**src/common/matmul_pkg.sv**
```systemverilog
/*
 * Shared definitions of the matrix-multiply engine: block sizes,
 * vector types, the decoded weight control bits and the readout
 * FSM states.
 */
package matmul_pkg;

    // one block is four cycles and feeds four activation columns
    localparam int slices = 4;
    localparam int weights_per_byte = 3;
    localparam int rows = weights_per_byte * slices;
    localparam int queue_len = rows * slices;

    localparam int acc_width = 18;
    // lowest accumulator bit seen on the output byte
    localparam int out_lsb = 9;

    // mixed radix packing of a weight byte
    localparam int radix_first = 5;
    localparam int radix_rest = 7;
    localparam int weight_codes = radix_first * radix_rest * radix_rest;

    typedef logic [1:0] slice_t;
    typedef logic [7:0] wbyte_t;
    typedef logic signed [7:0] act_t;
    typedef logic signed [acc_width-1:0] acc_t;
    typedef logic [5:0] qidx_t;

    // one decoded weight
    typedef struct packed {
        logic zero;
        logic sign;
        logic mul2;
        logic div2;
    } weight_ctl_t;

    localparam weight_ctl_t weight_none = '{zero: 1'b1, sign: 1'b0, mul2: 1'b0, div2: 1'b0};

    typedef enum logic [2:0] {
        idle,
        drain,
        capture,
        ack_wait,
        stream
    } readout_state_t;

endpackage

```
**src/rtl/weight_unpack.sv**
```systemverilog
/*
 * Weight unpacker. Splits one packed byte into a base-5 digit and
 * two base-7 digits and turns each into zero/sign/mul2/div2 bits.
 */
module weight_unpack (
    input  matmul_pkg::wbyte_t packed_byte,
    output matmul_pkg::weight_ctl_t [matmul_pkg::weights_per_byte-1:0] weights
);

    matmul_pkg::wbyte_t upper;
    logic [2:0] digit_first;
    logic [2:0] digit_mid;
    logic [2:0] digit_last;

    // first digit: 0, 1, 2, -1, -2
    function automatic matmul_pkg::weight_ctl_t decode_first(input logic [2:0] digit);
        matmul_pkg::weight_ctl_t w;
        case (digit)
            3'd1: w = '{zero: 1'b0, sign: 1'b0, mul2: 1'b0, div2: 1'b0};
            3'd2: w = '{zero: 1'b0, sign: 1'b0, mul2: 1'b1, div2: 1'b0};
            3'd3: w = '{zero: 1'b0, sign: 1'b1, mul2: 1'b0, div2: 1'b0};
            3'd4: w = '{zero: 1'b0, sign: 1'b1, mul2: 1'b1, div2: 1'b0};
            default: w = matmul_pkg::weight_none;
        endcase
        return w;
    endfunction

    // other digits: 0, 0.5, 1, 2, -0.5, -1, -2
    function automatic matmul_pkg::weight_ctl_t decode_rest(input logic [2:0] digit);
        matmul_pkg::weight_ctl_t w;
        case (digit)
            3'd1: w = '{zero: 1'b0, sign: 1'b0, mul2: 1'b0, div2: 1'b1};
            3'd2: w = '{zero: 1'b0, sign: 1'b0, mul2: 1'b0, div2: 1'b0};
            3'd3: w = '{zero: 1'b0, sign: 1'b0, mul2: 1'b1, div2: 1'b0};
            3'd4: w = '{zero: 1'b0, sign: 1'b1, mul2: 1'b0, div2: 1'b1};
            3'd5: w = '{zero: 1'b0, sign: 1'b1, mul2: 1'b0, div2: 1'b0};
            3'd6: w = '{zero: 1'b0, sign: 1'b1, mul2: 1'b1, div2: 1'b0};
            default: w = matmul_pkg::weight_none;
        endcase
        return w;
    endfunction

    assign upper = packed_byte / matmul_pkg::wbyte_t'(matmul_pkg::radix_first);
    assign digit_first = 3'(packed_byte % matmul_pkg::wbyte_t'(matmul_pkg::radix_first));
    assign digit_mid = 3'(upper % matmul_pkg::wbyte_t'(matmul_pkg::radix_rest));
    assign digit_last = 3'(upper / matmul_pkg::wbyte_t'(matmul_pkg::radix_rest));

    always_comb begin
        if (packed_byte >= matmul_pkg::wbyte_t'(matmul_pkg::weight_codes)) begin
            // unused codes carry no weight
            weights = {matmul_pkg::weights_per_byte{matmul_pkg::weight_none}};
        end else begin
            weights[0] = decode_first(digit_first);
            weights[1] = decode_rest(digit_mid);
            weights[2] = decode_rest(digit_last);
        end
    end

endmodule

```
**src/array/operand_buffer.sv**
```systemverilog
/*
 * Operand double buffer. Weight triplets and activations shift into
 * load registers every cycle; at the end of a block the load side is
 * copied to the current side that feeds the MAC array.
 */
module operand_buffer (
    input  logic clk,
    input  logic reset,
    input  matmul_pkg::weight_ctl_t [matmul_pkg::weights_per_byte-1:0] weights_in,
    input  matmul_pkg::act_t act_in,
    input  logic flush,
    input  matmul_pkg::slice_t slice,
    output matmul_pkg::weight_ctl_t [matmul_pkg::rows-1:0] weights_cur,
    output matmul_pkg::act_t act_cur
);

    matmul_pkg::weight_ctl_t [matmul_pkg::rows-1:0] weights_load;
    matmul_pkg::weight_ctl_t [matmul_pkg::rows-1:0] weights_next;
    matmul_pkg::act_t [matmul_pkg::slices-1:0] acts_load;
    matmul_pkg::act_t [matmul_pkg::slices-1:0] acts_next;
    matmul_pkg::act_t [matmul_pkg::slices-1:0] acts_cur;

    // newest byte enters at the top, so byte k ends up in rows 3k..3k+2
    assign weights_next = {weights_in,
                           weights_load[matmul_pkg::rows-1:matmul_pkg::weights_per_byte]};
    assign acts_next = {act_in, acts_load[matmul_pkg::slices-1:1]};

    always_ff @(posedge clk) begin
        weights_load <= weights_next;
        acts_load <= acts_next;
    end

    // flush copies the load side including the byte of the last slice
    always_ff @(posedge clk) begin
        if (reset) begin
            weights_cur <= {matmul_pkg::rows{matmul_pkg::weight_none}};
        end else if (flush) begin
            weights_cur <= weights_next;
        end
    end

    always_ff @(posedge clk) begin
        if (flush) begin
            acts_cur <= acts_next;
        end
    end

    // column j is consumed during slice j
    assign act_cur = acts_cur[slice];

    for (genvar k = 0; k < matmul_pkg::weights_per_byte; k++) begin : g_check
        // a decoded zero weight never asks for both shifts
        assert property (@(posedge clk) disable iff (reset)
            weights_in[k].zero |-> !(weights_in[k].mul2 && weights_in[k].div2))
        else $error("weight %0d decoded with zero, mul2 and div2 set", k);
    end

endmodule

```
**src/array/mac_array.sv**
```systemverilog
/*
 * Shift/add MAC array. Each of the twelve rows scales the current
 * activation by its weight and adds the result into the accumulator
 * of that row and the current column.
 */
module mac_array (
    input  logic clk,
    input  logic reset,
    input  matmul_pkg::weight_ctl_t [matmul_pkg::rows-1:0] weights_cur,
    input  matmul_pkg::act_t act_cur,
    input  matmul_pkg::slice_t slice,
    input  logic acc_clear,
    output matmul_pkg::acc_t [matmul_pkg::queue_len-1:0] acc
);

    matmul_pkg::acc_t act_x1;
    matmul_pkg::acc_t act_x2;
    matmul_pkg::acc_t act_half;
    matmul_pkg::acc_t [matmul_pkg::rows-1:0] term;
    matmul_pkg::acc_t [matmul_pkg::queue_len-1:0] acc_next;

    // shifted copies of the activation are shared by all rows
    assign act_x1 = matmul_pkg::acc_t'(act_cur);
    assign act_x2 = act_x1 <<< 1;
    assign act_half = act_x1 >>> 1;

    always_comb begin
        matmul_pkg::acc_t magnitude;
        for (int r = 0; r < matmul_pkg::rows; r++) begin
            if (weights_cur[r].mul2) begin
                magnitude = act_x2;
            end else if (weights_cur[r].div2) begin
                magnitude = act_half;
            end else begin
                magnitude = act_x1;
            end

            if (weights_cur[r].zero) begin
                term[r] = '0;
            end else if (weights_cur[r].sign) begin
                term[r] = -magnitude;
            end else begin
                term[r] = magnitude;
            end
        end
    end

    // only the column of the current slice takes the term
    always_comb begin
        matmul_pkg::acc_t base;
        for (int r = 0; r < matmul_pkg::rows; r++) begin
            for (int c = 0; c < matmul_pkg::slices; c++) begin
                // a clear restarts the sum from zero on the same edge
                base = acc_clear ? '0 : acc[r * matmul_pkg::slices + c];
                if (slice == matmul_pkg::slice_t'(c)) begin
                    acc_next[r * matmul_pkg::slices + c] = base + term[r];
                end else begin
                    acc_next[r * matmul_pkg::slices + c] = base;
                end
            end
        end
    end

    always_ff @(posedge clk) begin
        if (reset) begin
            acc <= '0;
        end else begin
            acc <= acc_next;
        end
    end

endmodule

```
**src/array/result_queue.sv**
```systemverilog
/*
 * Result queue. Takes a snapshot of all accumulators and shifts it
 * out one byte per cycle, row by row and column by column.
 */
module result_queue (
    input  logic clk,
    input  logic reset,
    input  logic capture,
    input  matmul_pkg::acc_t [matmul_pkg::queue_len-1:0] acc,
    output logic [7:0] out_data,
    output logic out_valid,
    output logic stream_done
);

    matmul_pkg::acc_t [matmul_pkg::queue_len-1:0] queue;
    matmul_pkg::qidx_t count;

    always_ff @(posedge clk) begin
        if (capture) begin
            queue <= acc;
        end else if (out_valid) begin
            queue <= {queue[matmul_pkg::queue_len-1], queue[matmul_pkg::queue_len-1:1]};
        end
    end

    // one idle cycle after capture, then queue_len valid cycles
    always_ff @(posedge clk) begin
        if (reset) begin
            count <= '0;
            out_valid <= 1'b0;
            stream_done <= 1'b0;
        end else if (capture) begin
            count <= matmul_pkg::qidx_t'(matmul_pkg::queue_len);
            out_valid <= 1'b0;
            stream_done <= 1'b0;
        end else if (out_valid) begin
            count <= count - 1'b1;
            if (count == matmul_pkg::qidx_t'(1)) begin
                out_valid <= 1'b0;
                stream_done <= 1'b1;
            end
        end else if (count != '0) begin
            out_valid <= 1'b1;
        end
    end

    // bits 16..9 of the head entry
    assign out_data = queue[0][matmul_pkg::out_lsb +: 8];

    // the controller holds off a new readout until streaming is over
    assert property (@(posedge clk) disable iff (reset) capture |-> !out_valid)
    else $error("capture arrived during an output stream");

endmodule

```
**src/rtl/readout_ctrl.sv**
```systemverilog
/*
 * Readout controller. Runs the block slice counter and the readout
 * FSM with the four-phase read_req/read_ack handshake.
 */
module readout_ctrl (
    input  logic clk,
    input  logic reset,
    input  logic read_req,
    output logic read_ack,
    input  logic stream_done,
    output matmul_pkg::slice_t slice,
    output logic flush,
    output logic acc_clear,
    output logic capture
);

    matmul_pkg::readout_state_t state;
    matmul_pkg::readout_state_t state_next;
    // one block end already seen while draining
    logic end_seen;

    assign flush = (slice == matmul_pkg::slice_t'(matmul_pkg::slices - 1));
    assign capture = (state == matmul_pkg::capture);
    assign acc_clear = capture;
    assign read_ack = (state == matmul_pkg::ack_wait);

    // a new block starts right after the capture edge
    always_ff @(posedge clk) begin
        if (reset || capture) begin
            slice <= '0;
        end else begin
            slice <= slice + 1'b1;
        end
    end

    always_comb begin
        state_next = state;
        case (state)
            matmul_pkg::idle: begin
                if (read_req) begin
                    state_next = matmul_pkg::drain;
                end
            end
            matmul_pkg::drain: begin
                // wait for the last block to be loaded and then computed
                if (flush && end_seen) begin
                    state_next = matmul_pkg::capture;
                end
            end
            matmul_pkg::capture: begin
                state_next = matmul_pkg::ack_wait;
            end
            matmul_pkg::ack_wait: begin
                if (!read_req) begin
                    state_next = matmul_pkg::stream;
                end
            end
            matmul_pkg::stream: begin
                if (stream_done) begin
                    state_next = matmul_pkg::idle;
                end
            end
            default: begin
                state_next = matmul_pkg::idle;
            end
        endcase
    end

    always_ff @(posedge clk) begin
        if (reset) begin
            state <= matmul_pkg::idle;
            end_seen <= 1'b0;
        end else begin
            state <= state_next;
            // the block end of the request cycle already counts
            if (state == matmul_pkg::idle) begin
                end_seen <= flush;
            end else if (state == matmul_pkg::drain && flush) begin
                end_seen <= 1'b1;
            end
        end
    end

    // the host may drop read_req as soon as it sees read_ack
    assert property (@(posedge clk) disable iff (reset) $rose(read_ack) |-> $past(read_req))
    else $error("read_ack raised without read_req");

    assert property (@(posedge clk) disable iff (reset) capture |=> !capture)
    else $error("capture held longer than one cycle");

endmodule

```
**src/rtl/matmul_top.sv**
```systemverilog
/*
 * Top level of the packed-weight matrix-multiply engine. Connects
 * the weight unpacker, the operand buffer, the MAC array, the result
 * queue and the readout controller.
 */
module matmul_top (
    input  logic clk,
    input  logic reset,
    input  matmul_pkg::wbyte_t weight_in,
    input  matmul_pkg::act_t act_in,
    input  logic read_req,
    output logic read_ack,
    output logic [7:0] out_data,
    output logic out_valid
);

    matmul_pkg::weight_ctl_t [matmul_pkg::weights_per_byte-1:0] weights_dec;
    matmul_pkg::weight_ctl_t [matmul_pkg::rows-1:0] weights_cur;
    matmul_pkg::act_t act_cur;
    matmul_pkg::slice_t slice;
    matmul_pkg::acc_t [matmul_pkg::queue_len-1:0] acc;
    logic flush;
    logic acc_clear;
    logic capture;
    logic stream_done;

    weight_unpack u_unpack (
        .packed_byte (weight_in),
        .weights     (weights_dec)
    );

    operand_buffer u_operands (
        .clk         (clk),
        .reset       (reset),
        .weights_in  (weights_dec),
        .act_in      (act_in),
        .flush       (flush),
        .slice       (slice),
        .weights_cur (weights_cur),
        .act_cur     (act_cur)
    );

    mac_array u_mac (
        .clk         (clk),
        .reset       (reset),
        .weights_cur (weights_cur),
        .act_cur     (act_cur),
        .slice       (slice),
        .acc_clear   (acc_clear),
        .acc         (acc)
    );

    result_queue u_queue (
        .clk         (clk),
        .reset       (reset),
        .capture     (capture),
        .acc         (acc),
        .out_data    (out_data),
        .out_valid   (out_valid),
        .stream_done (stream_done)
    );

    readout_ctrl u_ctrl (
        .clk         (clk),
        .reset       (reset),
        .read_req    (read_req),
        .read_ack    (read_ack),
        .stream_done (stream_done),
        .slice       (slice),
        .flush       (flush),
        .acc_clear   (acc_clear),
        .capture     (capture)
    );

endmodule

```
**config.mk**
```make
export PLATFORM = sky130hd
export DESIGN_NAME = matmul_top
export DESIGN_NICKNAME = d
export VERILOG_FILES = /design/src/common/matmul_pkg.sv /design/src/rtl/weight_unpack.sv /design/src/array/operand_buffer.sv /design/src/array/mac_array.sv /design/src/array/result_queue.sv /design/src/rtl/readout_ctrl.sv /design/src/rtl/matmul_top.sv
export SDC_FILE = /design/constraint.sdc
export NUM_CORES = 2
export LEC_CHECK = 0
export BUFFER_PORTS_ARGS = -buffer_cell sky130_fd_sc_hd__buf_2
export CORE_AREA = 2 2 344 602
export DETAILED_ROUTE_END_ITERATION = 7
export DIE_AREA = 0 0 346 604
export GPL_TIMING_DRIVEN = 0
export PLACE_DENSITY = 0.57
export SYNTH_ARGS = -nofsm -noshare
export SYNTH_HDL_FRONTEND = slang
export SYNTH_SLANG_ARGS = --single-unit
export TNS_END_PERCENT = 1
```
**constraint.sdc**
```tcl
create_clock -name clk -period 30.9 [get_ports clk]
set_input_delay 3.09 -clock clk [delete_from_list [all_inputs] [get_ports clk]]
set_output_delay 3.09 -clock clk [all_outputs]
set_load 0.01 [all_outputs]
```
==> impl_metrics.py <==
metrics = {
    "placement": {
        "dp.cells": 13900,
        "place_hpwl_um": 270000,
        "portBuffers": 27,
        "dp_slack_ns": 21.26,
        "gp_congestion": 0.964,
    },
    "clock_tree": {
        "clk_pin_slew_ns": 0.07,
        "cts_hold_buf": 0,
        "h-tree-depth": 4,
        "clkSinkCount": 1347,
        "insertion_delay_ns": 0.85,
        "cts_repair_resize_count": 0,
        "cts_setup_buffers": 0,
        "cts_tree": "built",
        "cts_buffers": 150,
        "cts_root_buf": "clkbuf_16",
        "clock_path_buffers": 4,
    },
    "synth": {
        "yosys_warnings": 0,
        "yosys.area.top_type": "dfxtp_1",
        "synthFlopType": "dfxtp_1",
        "synth_area_sq_um": 91300,
        "async_reset_ff_share_pct": 0,
        "avgSynthCellArea_sq_um": 8.15,
        "yosys-top-cells-count": "1682 x nand2_1, 1421 x nor2_1, 931 x dfxtp_1",
        "synthDistinctLibCells": 103,
        "synth-seq-area-share_pct": 34.1,
        "yosys.area.top_type_share_pct": 20.4,
        "synthTopCellsByArea": "dfxtp_1 20%, edfxtp_1 14%, ha_1 11%",
        "synth_edf_count": 416,
        "syn_inst": 11200,
        "ys_ff_latch": 1347,
        "syn-num-nets": 12100,
        "yosysMostFrequentCell": "nand2_1",
    },
    "worst_hold_path": {
        "hold_class": "register to register",
    },
    "power_and_ir_drop": {
        "p_seq_share_pct": 42.9,
        "pwr-share-clk_pct": 35.9,
        "p_per_area_nw_per_um2": 51.8,
        "p_int_mw": 3.51,
        "p_leak_nw": 44.3,
        "irDropWorstVdd_mv": 0.0446,
        "p_comb_share_pct": 21.2,
        "switchingPower_mw": 1.69,
        "switching_share_pct": 32.5,
    },
    "die": {
        "core_area_sq_um": 204000,
        "start_util_pct": 44.7,
        "fp-row-count": 220,
        "dieArea_sq_um": 209000,
        "ioPinCount": 29,
        "die_x_um": 346,
        "dieHeight_um": 604,
    },
    "worst_setup_path": {
        "critPathKind": "register to register",
        "startpoint_type": "register",
        "crit_slowest_cell": "buf_1",
        "crit_path_end_kind": "register",
        "crit_path_frequent_cell": "clkbuf_1",
        "cp_max_fo": 21,
        "slowest_delay_ns": 1.09,
        "crit_chain": "clkbuf_1 -> o21a_1 -> clkbuf_1 -> buf_1 -> inv_1 -> clkbuf_1 -> buf_2 -> ha_1 -> nand2b_1 -> a21oi_1 -> ha_1 -> o21a_1 -> a2111oi_0 -> nor3_1 -> or4_1 -> a21oi_1 -> xor2_1 -> o21ai_0",
        "crit_required_ns": 31.55,
        "crit_arrival_ns": 9.61,
    },
    "timing": {
        "hold_violations": 0,
        "setup-violations-final": 0,
        "tightest_slew_ns": 1.59,
        "slew_viol_final": 147,
        "relSlewSlack_pct": -6.14,
        "rsz0062_at_grt": "no",
        "min_period_ns": 8.96,
        "fin_ws_ns": 21.94,
        "max_freq_mhz": 112,
        "post-route-period-util_pct": 29.0,
        "skew_ns": 0.0434,
        "fin_tns_setup_ns": 0,
        "worst_hold_slack_ns": 0.349,
    },
    "outcome": {
        "status": "finished, violations left",
        "failed_checks": "max-capacitance violations, max-slew violations",
    },
    "detailed_routing": {
        "vias": 82600,
        "ant_nets": 0,
        "wl_per_cell_um": 25.1,
        "finalWirelength_um": 357000,
        "drt_iter0_drc": 5716,
        "viasPerCell": 5.82,
        "drt_first_pass_iters": 6,
        "drc_errors": 0,
    },
    "global_route": {
        "grt_pass1_wl_um": 514000,
        "antenna_found_initial": 23,
        "grt_pass1_vias": 82000,
        "grt.total_usage_pct": 33.2,
        "grt_max_degree": 71,
        "grt_overflow": 0,
    },
    "finish": {
        "final_util_pct": 49.1,
        "drive_gt1_share_pct": 4.99,
        "area_delta_synth_final_pct": 9.88,
        "fin_nets": 12300,
        "fin_cells": 14200,
    },
    "run": {
        "drv_cap": 15,
    },
}
power groups by stage:
| stage | Combinational [mW] | Sequential, mW | Clock [mW] |
|---|---|---|---|
| 2_1_floorplan | 0.637 | 2.33 | 0 |
| 3_3_place_gp | 1.03 | 2.42 | 0 |
| 3_5_place_dp | 1.09 | 2.27 | 0 |
| 4_1_cts | 1.09 | 2.23 | 1.89 |
| 5_1_grt | 1.18 | 2.25 | 1.95 |
| 6_report | 1.10 | 2.23 | 1.87 |
critical path, delay by kind of cell, from the launching register on:
family / cells / cell delay, ns
AOI/OAI and AO/OA: 6 / 2.83
xor gates and xnor gates: 1 / 0.19
adders and majority gates: 2 / 0.83
buffers and inverters: 6 / 3.61
DFF: 1 / 0.41
and+or+nand+nor: 3 / 0.84
kinds of logic (layout without fill, tap and decap cells):
| logic type | count (synthesis) | after routing | synth area share [%] |
|---|---|---|---|
| xor+xnor | 572 | 572 | 5.48 |
| mux | 385 | 385 | 4.37 |
| simple gates | 4844 | 4844 | 24.4 |
| buf+inv | 917 | 1237 | 3.88 |
| fa+ha+maj | 856 | 856 | 12.1 |
| other cells | 0 | 15 | 0 |
| flops | 1347 | 1347 | 34.1 |
| compound gates | 2280 | 2280 | 15.7 |
flip-flops by register name, summed over array words and instances (netlist names), 2 cells and up:
signal / count
u_mac.acc: 816
u_queue.queue: 376
u_operands.weights_cur: 44
u_operands.weights_load: 33
u_operands.acts_cur: 32
u_operands.acts_load: 24
u_queue.out_data: 8
u_queue.count: 6
u_ctrl.state: 3
u_ctrl.slice: 2
layout make-up:
type / instances / area [sq um]
fill: 20000 / 104000
multi-input combinational: 8937 / 56700
sequential: 1347 / 31100
clock buffer: 191 / 4110
tap: 2664 / 3330
buffer: 570 / 2310
inverter: 347 / 1300
clock inverter: 72 / 737
timing repair buffer: 57 / 678
antenna: 15 / 37.5
cells in the final DEF (no fill, tap or decap), types with 71 or more instances in the layout:
master	synthesis	final
nand2_1	1682	1682
nand2b_1	98	97
clkbuf_1	487	472
o21a_1	81	81
a211o_1	84	84
dfxtp_1	931	931
a21o_1	121	121
o21ai_0	489	489
or4_1	71	71
nand3_1	111	111
a21boi_0	95	95
xnor2_1	367	367
nor3_1	285	285
nor2b_1	153	153
mux2i_1	312	312
inv_1	346	346
ha_1	808	807
clkbuf_16	0	153
and2_1	801	801
edfxtp_1	416	416
nor2_1	1421	1420
xor2_1	205	205
a21oi_1	874	874
and3_1	80	80
path summary, 6_finish.rpt:
| kind | end | cells after the start | startpoint | slack (ns) |
|---|---|---|---|---|
| setup reg to reg | u_mac.acc[33] | 18 | u_ctrl.slice[1] | 21.94 |
| hold reg to reg | u_operands.acts_load[15] | 0 | u_operands.acts_load[23] | 0.35 |
| setup / recovery | u_mac.acc[33] | 18 | u_ctrl.slice[1] | 21.94 |
| hold / removal | u_operands.acts_load[15] | 0 | u_operands.acts_load[23] | 0.35 |
stage by stage:
step,total power [mW],cell area (sq um)
detailed placement,3.36,95500
global route,5.37,100000
floorplan,2.96,91300
CTS,5.22,100000
finish,5.20,100000
global placement,3.45,94800
routing by layer:
metal	GRT usage (%)	share of wire (%)
met3	5.21	5.8
met5	0	0.0070
met1	33.7	35
met2	57.6	48
met4	32.2	11
Power figures use the tool's default switching activity.
